File: config.mk
export PLATFORM = sky130hd
export DESIGN_NAME = Lcd
export DESIGN_NICKNAME = d
export VERILOG_FILES = /design/src/common/LcdPkg.sv /design/src/common/LcdDrivePkg.sv /design/src/hdl/StrobeGenerator.sv /design/src/lcd/CharacterStore.sv /design/src/lcd/PhaseSequencer.sv /design/src/lcd/LevelMapper.sv /design/src/lcd/LevelPwm.sv /design/src/lcd/Lcd.sv
export SDC_FILE = /design/constraint.sdc
export NUM_CORES = 1
export LEC_CHECK = 0
export BUFFER_PORTS_ARGS = -buffer_cell sky130_fd_sc_hd__buf_2
export CAP_MARGIN = 40
export CORE_MARGIN = 1.5
export CORE_UTILIZATION = 55
export DETAILED_ROUTE_END_ITERATION = 16
export MAX_ROUTING_LAYER = met4
export PLACE_DENSITY = 0.75
export SLEW_MARGIN = 20
export SYNTH_ARGS = -nofsm -noshare
export SYNTH_HDL_FRONTEND = slang
export SYNTH_SLANG_ARGS = --single-unit
export TNS_END_PERCENT = 20
File: constraint.sdc
create_clock -name Clock -period 1.85 [get_ports Clock]
set_input_delay 0.2775 -clock Clock [delete_from_list [all_inputs] [get_ports Clock]]
set_output_delay 0.2775 -clock Clock [all_outputs]
set_load 0.02 [all_outputs]
File: src/common/LcdPkg.sv
// LCD content package, with character patterns and the host write format
`default_nettype none

package LcdPkg;

	// Characters on the panel, 0 is the rightmost
	localparam int CHARACTERS = 8;

	// Index width for addressing one character
	localparam int INDEX_W = $clog2(CHARACTERS);

	// One character, bit b is segment a..p without o
	// Bit 0 = a, bit 13 = n, bit 14 = p
	typedef logic [14:0] segmentsT;

	// Host write, one character per handshake
	typedef struct packed {
		logic [INDEX_W-1:0] index;	// Target character
		segmentsT           segments;	// Raw pattern, 1 = lit
	} characterWriteT;

	// Whole panel content
	typedef segmentsT [CHARACTERS-1:0] displayT;

endpackage

`default_nettype wire

File: src/common/LcdDrivePkg.sv
// LCD drive package, with voltage levels, COM phases and pin counts
`default_nettype none

package LcdDrivePkg;

	localparam int COMS      = 4;	// 1/4 duty
	localparam int SEG_LINES = 32;	// Four per character
	localparam int PINS      = COMS + SEG_LINES;

	// Voltage in thirds of the supply, 1/3 bias
	typedef logic [1:0] levelT;

	// One drive phase
	// Order is com0..com3 high, then com0..com3 low
	typedef struct packed {
		logic [1:0] com;	// Active COM line
		logic       low;	// 0 = high half, 1 = low half
	} phaseT;

	// Level per pin, index 0 = pin 1
	// Pins 1..4 are COM 0..3, pin 5+s is segment line s
	typedef levelT [PINS-1:0] pinLevelsT;

endpackage

`default_nettype wire

File: src/hdl/StrobeGenerator.sv
// Periodic strobe, one clock wide, every PERIOD_US microseconds
`timescale 1ns/1ps
`default_nettype none

module StrobeGenerator #(
	parameter int CLOCK_HZ  = 10_000_000,
	parameter int PERIOD_US = 10
)(
	input  wire  Clock,
	input  wire  Reset,
	output logic Strobe_o
);

	// Clocks per period, never below one
	localparam longint RAW_CLOCKS    = longint'(CLOCK_HZ) * PERIOD_US / 1_000_000;
	localparam int     PERIOD_CLOCKS = (RAW_CLOCKS < 1) ? 1 : int'(RAW_CLOCKS);
	localparam int     COUNT_W       = (PERIOD_CLOCKS > 1) ? $clog2(PERIOD_CLOCKS) : 1;
	localparam logic [COUNT_W-1:0] RELOAD = COUNT_W'(PERIOD_CLOCKS - 1);

	logic [COUNT_W-1:0] Count;	// Clocks left until the strobe

	always_ff @(posedge Clock or negedge Reset) begin
		if (!Reset)
			Count <= RELOAD;	// Full period before first strobe
		else if (Count == '0)
			Count <= RELOAD;	// Terminal count
		else
			Count <= Count - 1'b1;
	end

	assign Strobe_o = (Count == '0);	// High for the terminal clock only

endmodule

`default_nettype wire

File: src/lcd/CharacterStore.sv
// Character store with four-phase write port and frame-synchronous double buffer
`timescale 1ns/1ps
`default_nettype none

module CharacterStore (
	input  wire                    Clock,
	input  wire                    Reset,

	// Host write port, four-phase req/ack
	input  wire                    WriteReq_i,
	input  wire LcdPkg::characterWriteT WriteData_i,
	output logic                   WriteAck_o,

	// Frame timing from the sequencer
	input  wire                    FrameStart_i,

	// Content shown in the current frame
	output LcdPkg::displayT        Display_o
);

	import LcdPkg::*;

	displayT Shadow;	// Host side bank

	logic Accept;	// New request seen
	logic Release;	// Host dropped its request

	assign Accept  = WriteReq_i && !WriteAck_o;
	assign Release = !WriteReq_i && WriteAck_o;

	// Acknowledge side of the handshake
	always_ff @(posedge Clock or negedge Reset) begin
		if (!Reset)
			WriteAck_o <= 1'b0;
		else if (Accept)
			WriteAck_o <= 1'b1;	// Held until req falls
		else if (Release)
			WriteAck_o <= 1'b0;
	end

	// Shadow bank, one character per accepted write
	always_ff @(posedge Clock or negedge Reset) begin
		if (!Reset)
			Shadow <= '0;	// Blank panel
		else if (Accept)
			Shadow[WriteData_i.index] <= WriteData_i.segments;
	end

	// Active bank only changes between frames
	// A write on the same edge waits for the next frame
	always_ff @(posedge Clock or negedge Reset) begin
		if (!Reset)
			Display_o <= '0;
		else if (FrameStart_i)
			Display_o <= Shadow;	// Whole bank at once
	end

endmodule

`default_nettype wire

File: src/lcd/PhaseSequencer.sv
// COM phase sequencer, eight phases per frame with a frame start pulse
`timescale 1ns/1ps
`default_nettype none

module PhaseSequencer #(
	parameter int CLOCK_HZ = 10_000_000,
	parameter int PHASE_US = 10
)(
	input  wire                Clock,
	input  wire                Reset,
	output LcdDrivePkg::phaseT Phase_o,
	output logic               FrameStart_o
);

	import LcdDrivePkg::*;

	localparam int COM_W = $clog2(COMS);

	logic             Strobe;	// End of current phase
	logic [COM_W:0]   Step;	// {low, com}, com counts fastest

	StrobeGenerator #(
		.CLOCK_HZ  (CLOCK_HZ),
		.PERIOD_US (PHASE_US)
	) i_StrobeGenerator (
		.Clock    (Clock),
		.Reset    (Reset),
		.Strobe_o (Strobe)
	);

	always_ff @(posedge Clock or negedge Reset) begin
		if (!Reset)
			Step <= '0;	// com0 high
		else if (Strobe)
			Step <= Step + 1'b1;	// Wraps after com3 low
	end

	assign Phase_o = '{com: Step[COM_W-1:0], low: Step[COM_W]};

	// Same edge as the wrap to com0 high
	assign FrameStart_o = Strobe && (Step == '1);

endmodule

`default_nettype wire

File: src/lcd/LevelMapper.sv
// Level mapper, turns the drive phase and the characters into pin levels
`timescale 1ns/1ps
`default_nettype none

module LevelMapper (
	input  wire LcdDrivePkg::phaseT Phase_i,
	input  wire LcdPkg::displayT    Display_i,
	output LcdDrivePkg::pinLevelsT  Levels_o
);

	import LcdPkg::*;
	import LcdDrivePkg::*;

	localparam int LINES_PER_CHAR = SEG_LINES / CHARACTERS;
	localparam int SEGMENT_BITS   = $bits(segmentsT);

	levelT ComActive;
	levelT ComIdle;
	levelT SegLit;
	levelT SegUnlit;

	// High half 3/1/0/2, low half mirrors it
	assign ComActive = Phase_i.low ? levelT'(0) : levelT'(3);
	assign ComIdle   = Phase_i.low ? levelT'(2) : levelT'(1);
	assign SegLit    = Phase_i.low ? levelT'(3) : levelT'(0);
	assign SegUnlit  = Phase_i.low ? levelT'(1) : levelT'(2);

	// COM pins 1..4
	for (genvar m = 0; m < COMS; m++) begin : gCom
		assign Levels_o[m] = (Phase_i.com == m) ? ComActive : ComIdle;
	end

	// Segment pins 5..36
	for (genvar s = 0; s < SEG_LINES; s++) begin : gSegLine
		localparam int CHAR = s / LINES_PER_CHAR;	// Owning character
		localparam int ROW  = s % LINES_PER_CHAR;	// b mod 4

		logic [COMS-1:0] Cells;	// Segment bit seen by each COM

		for (genvar m = 0; m < COMS; m++) begin : gCell
			if (LINES_PER_CHAR * m + ROW < SEGMENT_BITS) begin : gUsed
				assign Cells[m] = Display_i[CHAR][LINES_PER_CHAR * m + ROW];
			end else begin : gUnused
				assign Cells[m] = 1'b0;	// No glass here, always off
			end
		end

		assign Levels_o[COMS + s] = Cells[Phase_i.com] ? SegLit : SegUnlit;
	end

endmodule

`default_nettype wire

File: src/lcd/LevelPwm.sv
// PWM output stage, level 0..3 becomes a duty of 0..3 thirds on each pin
`timescale 1ns/1ps
`default_nettype none

module LevelPwm (
	input  wire                      Clock,
	input  wire                      Reset,
	input  wire LcdDrivePkg::pinLevelsT Levels_i,
	output logic [LcdDrivePkg::PINS:1] Pin_o
);

	import LcdDrivePkg::*;

	levelT Count;	// Runs 0, 1, 2

	// Three-clock frame fixed by 1/3 bias
	always_ff @(posedge Clock or negedge Reset) begin
		if (!Reset)
			Count <= '0;
		else if (Count == levelT'(2))
			Count <= '0;
		else
			Count <= Count + 1'b1;
	end

	// Level 3 stays high, level 0 stays low
	// Registered so the RC filters see clean edges
	always_ff @(posedge Clock or negedge Reset) begin
		if (!Reset) begin
			Pin_o <= '0;
		end else begin
			for (int p = 0; p < PINS; p++) begin
				Pin_o[p + 1] <= (Count < Levels_i[p]);
			end
		end
	end

endmodule

`default_nettype wire

File: src/lcd/Lcd.sv
// 8-character 15-segment LCD driver, 1/4 duty and 1/3 bias with PWM outputs
`timescale 1ns/1ps
`default_nettype none

module Lcd #(
	parameter int CLOCK_HZ = 10_000_000,
	parameter int PHASE_US = 10	// Length of one of the eight phases
)(
	input  wire                         Clock,
	input  wire                         Reset,

	// Host write port
	input  wire                         WriteReq_i,
	input  wire LcdPkg::characterWriteT WriteData_i,
	output logic                        WriteAck_o,

	// To panel pins through an RC filter each
	output logic [LcdDrivePkg::PINS:1]  Pin_o
);

	import LcdPkg::*;
	import LcdDrivePkg::*;

	logic      FrameStart;	// Copy shadow to active
	phaseT     Phase;	// Current COM and half
	displayT   Display;	// Frame-stable content
	pinLevelsT Levels;	// Target level per pin

	CharacterStore i_CharacterStore (
		.Clock        (Clock),
		.Reset        (Reset),
		.WriteReq_i   (WriteReq_i),
		.WriteData_i  (WriteData_i),
		.WriteAck_o   (WriteAck_o),
		.FrameStart_i (FrameStart),
		.Display_o    (Display)
	);

	PhaseSequencer #(
		.CLOCK_HZ (CLOCK_HZ),
		.PHASE_US (PHASE_US)
	) i_PhaseSequencer (
		.Clock        (Clock),
		.Reset        (Reset),
		.Phase_o      (Phase),
		.FrameStart_o (FrameStart)
	);

	LevelMapper i_LevelMapper (
		.Phase_i   (Phase),
		.Display_i (Display),
		.Levels_o  (Levels)
	);

	LevelPwm i_LevelPwm (
		.Clock    (Clock),
		.Reset    (Reset),
		.Levels_i (Levels),
		.Pin_o    (Pin_o)
	);

endmodule

`default_nettype wire

==> results.py <==
metrics = {
    "route": {
        "drc": 0,
        "post_drt_wl_per_cell_microns": 22.3,
        "drt_wl_total_microns": 26300,
        "drt-initial-drc-count": 310,
        "drt-vias-per-instance": 5.72,
        "vias": 6754,
        "firstDrtPassIters": 4,
        "antenna_left": 0,
    },
    "layout": {
        "fin_cells": 1180,
        "nFillCells": 1584,
        "drive_above_1_share_pct": 48.6,
        "area_delta_synth_final_pct": 15.7,
        "nNetsFinal": 940,
        "antenna_cells": 0,
    },
    "die": {
        "die_h_microns": 155,
        "die_x_microns": 155,
        "num_io_pins": 58,
        "coreArea_sq_um": 22700,
        "start_util_pct": 56.2,
        "placementRows": 55,
        "dieArea_sq_um": 24100,
    },
    "cts": {
        "htree_levels": 1,
        "cts.sinks": 289,
        "cts_inserted_buffers": 29,
        "cts-root-buf": "clkbuf_16",
        "clockBufferDepth": 3,
        "clk_pin_slew_ns": 0.06,
        "clock_latency_ns": 0.55,
        "cts_tree": "done",
    },
    "power_and_ir_drop": {
        "ir_worst_vdd_mv": 0.707,
        "pwr_density_cell_nw_per_um2": 1080,
        "total_power_mw": 15.9,
        "p_leak_nw": 7.04,
    },
    "logic_synthesis": {
        "synth_most_common_cell": "dfrtp_1",
        "synthFlopType": "dfrtp_1",
        "synth_area_sq_um": 12800,
        "synth_edf_count": 0,
        "ys_ff_latch": 289,
        "syn-num-nets": 845,
        "synth.area.top_cells": "dfrtp_1 (56%), mux2_2 (13%), mux2_4 (12%)",
        "synth_top_cell_area_share_pct": 55.9,
        "ys_warn_count": 0,
        "yosysSeqAreaShare_pct": 56.7,
        "synth_area_leader_cell": "dfrtp_1",
        "synth_cell_types": 36,
        "synth_common_cells": "dfrtp_1 (285), mux2_2 (142), mux2_4 (100)",
        "post_synth_inst_count": 780,
        "async_flop_share_pct": 100,
        "avgSynthCellArea_sq_um": 16.4,
    },
    "placement": {
        "numPortBuffers": 57,
        "dp.cells": 1121,
        "dp_hpwl_microns": 16700,
        "gp_congestion": 0.791,
    },
    "setup_path": {
        "crit_type": "reg2reg",
        "cp-end-kind": "flip-flop",
        "crit_required_ns": 2.28,
        "cp.arrival_ns": 2.35,
        "reg2reg_setup_slack_ns": -0.07,
        "crit_path_max_fanout": 14,
        "start_kind": "flip-flop",
    },
    "timing": {
        "max_slew_margin_pct": 72.5,
        "period_needed_ns": 1.92,
        "clock_skew_ns": 0.0104,
        "fin_crit_sh_pct": 104,
        "fmax_mhz": 520,
        "slew_violations": 0,
        "setup_ws_ns": -0.0714,
        "tns_ns": -4.07,
        "setup_viol": 108,
        "timing_hold_violations_final": 0,
        "tightest_slew_ns": 0.412,
        "grt_setup_unrepaired": "yes",
    },
    "hold_path": {
        "hold_class": "in2reg",
    },
    "global_routing": {
        "grt_pass1_wl_microns": 42700,
        "grt_pass1_vias": 7485,
        "gr-total-overflow": 0,
        "grt_start_max_net_pins": 79,
        "antenna_found_initial": 0,
        "grt.total_usage_pct": 23.6,
    },
    "job": {
        "drv_cap": 0,
    },
    "run_status": {
        "violations": "setup timing",
        "status": "finished with violations",
    },
}
[cell families after synthesis]
kind of cell	share of synthesized area [%]
buffers and inverters	3.09
muxes	29.2
AOI/OAI and AO/OA	1.99
adders and majority gates	4.31
DFF	56.7
and+or+nand+nor	2.13
xor gates and xnor gates	2.61
[critical path, cell delays in order, from the launching register on]
cell,delay (ns)
dfrtp_2,0.49
ha_1,0.20
ha_1,0.15
and3_4,0.29
bufbuf_16,0.35
mux2_4,0.31
[report_power, final]
group          internal, mW  switching (mW)  leakage, nW
logic                  1.09           0.632         2.97
registers              7.60           0.672         3.59
clock network          3.54            2.38        0.473
total                  12.2            3.69         7.04
[path summary, 6_finish.rpt]
check,startpoint,endpoint,cells past startpoint
worst min-delay path,WriteReq_i,i_CharacterStore.WriteAck_o,3
worst max register to register,i_PhaseSequencer.Step[0],i_CharacterStore.Display_o[48],5
min in group asynchronous,Reset,i_CharacterStore.Display_o[116],2
max in group asynchronous,Reset,i_CharacterStore.Display_o[94],4
worst min register to register,i_LevelPwm.Count[0],i_LevelPwm.Count[0],1
worst max-delay path,i_PhaseSequencer.Step[0],i_CharacterStore.Display_o[48],5
[area by class of cell]
type | instances | area, sq um | area share (%)
clock buffer | 43 | 838 | 5.68
clock inverter | 8 | 123 | 0.831
inverter | 6 | 22.5 | 0.153
multi-input combinational | 443 | 5180 | 35.1
sequential | 289 | 7240 | 49.0
tap | 285 | 357 | 2.42
timing repair buffer | 106 | 1000 | 6.81
[what timing repair did]
| action | in CTS | in global routing |
|---|---|---|
| endpoints found under the setup margin | 51 | 141 |
| endpoints found under the hold margin | 222 | 0 |
| gates cloned | 2 | 0 |
| setup buffers | 5 | 0 |
| gates resized for setup | 9 | 9 |
| pin swaps | 1 | 3 |
| hold buffers | 1 | 0 |
[cell usage in the layout (no fill, tap or decap), drive strengths merged]
cell         synthesis  layout
nand3                2       2
or4                  1       1
o31ai                1       1
clkinv               0       3
xor2                32      32
xnor2                6       6
dfrtp              285     285
buf                 31     104
nor3                 2       2
or2                  2       2
bufbuf               0       1
nor2                 3       3
mux2               242     242
and3                 1       1
nand2                4       4
mux2i                8       8
a31oi                1       1
dfstp                4       4
and2                 1       1
nand3b               8       8
inv                  6       8
nor2b                2       2
or3                  1       1
dlygate4sd3          0       1
mux4                24      24
o21ai               10      10
nor3b                3       3
clkbuf              11      43
a21oi               38      38
nand4b               3       3
nand2b               2       2
ha                  44      44
nand4                1       1
bufinv               0       3
nor4                 1       1
[metal layers]
metal	routed length, microns	track usage [%]	vias to the layer above
li1	-	-	3000
met1	12100	32.8	3609
met2	12800	37.9	104
met3	922	2.51	41
met4	505	5.76	0
met5	0	-	-
[through the flow]
step                      setup slack, ns  utilization (%)  area (sq um)  hold slack, ns
after floorplan                   -0.0181                -         12800         -0.0181
after global placement             -0.116             60.1         13600           0.161
after detailed placement           -0.122             60.1         13600           0.161
after CTS                         -0.0650             64.9         14700           0.114
after global routing               -0.135             65.0         14800           0.131
final                             -0.0714             65.0         14800           0.124
[sequential cells by signal, summed over array words and instances (netlist names)]
signal	flops
i_PhaseSequencer.i_StrobeGenerator.Count	7
i_CharacterStore.Shadow	120
i_CharacterStore.WriteAck_o	1
i_LevelPwm.Count	2
i_CharacterStore.Display_o	120
i_LevelPwm.Pin_o	36
i_PhaseSequencer.Step	3
Power figures use the tool's default switching activity.
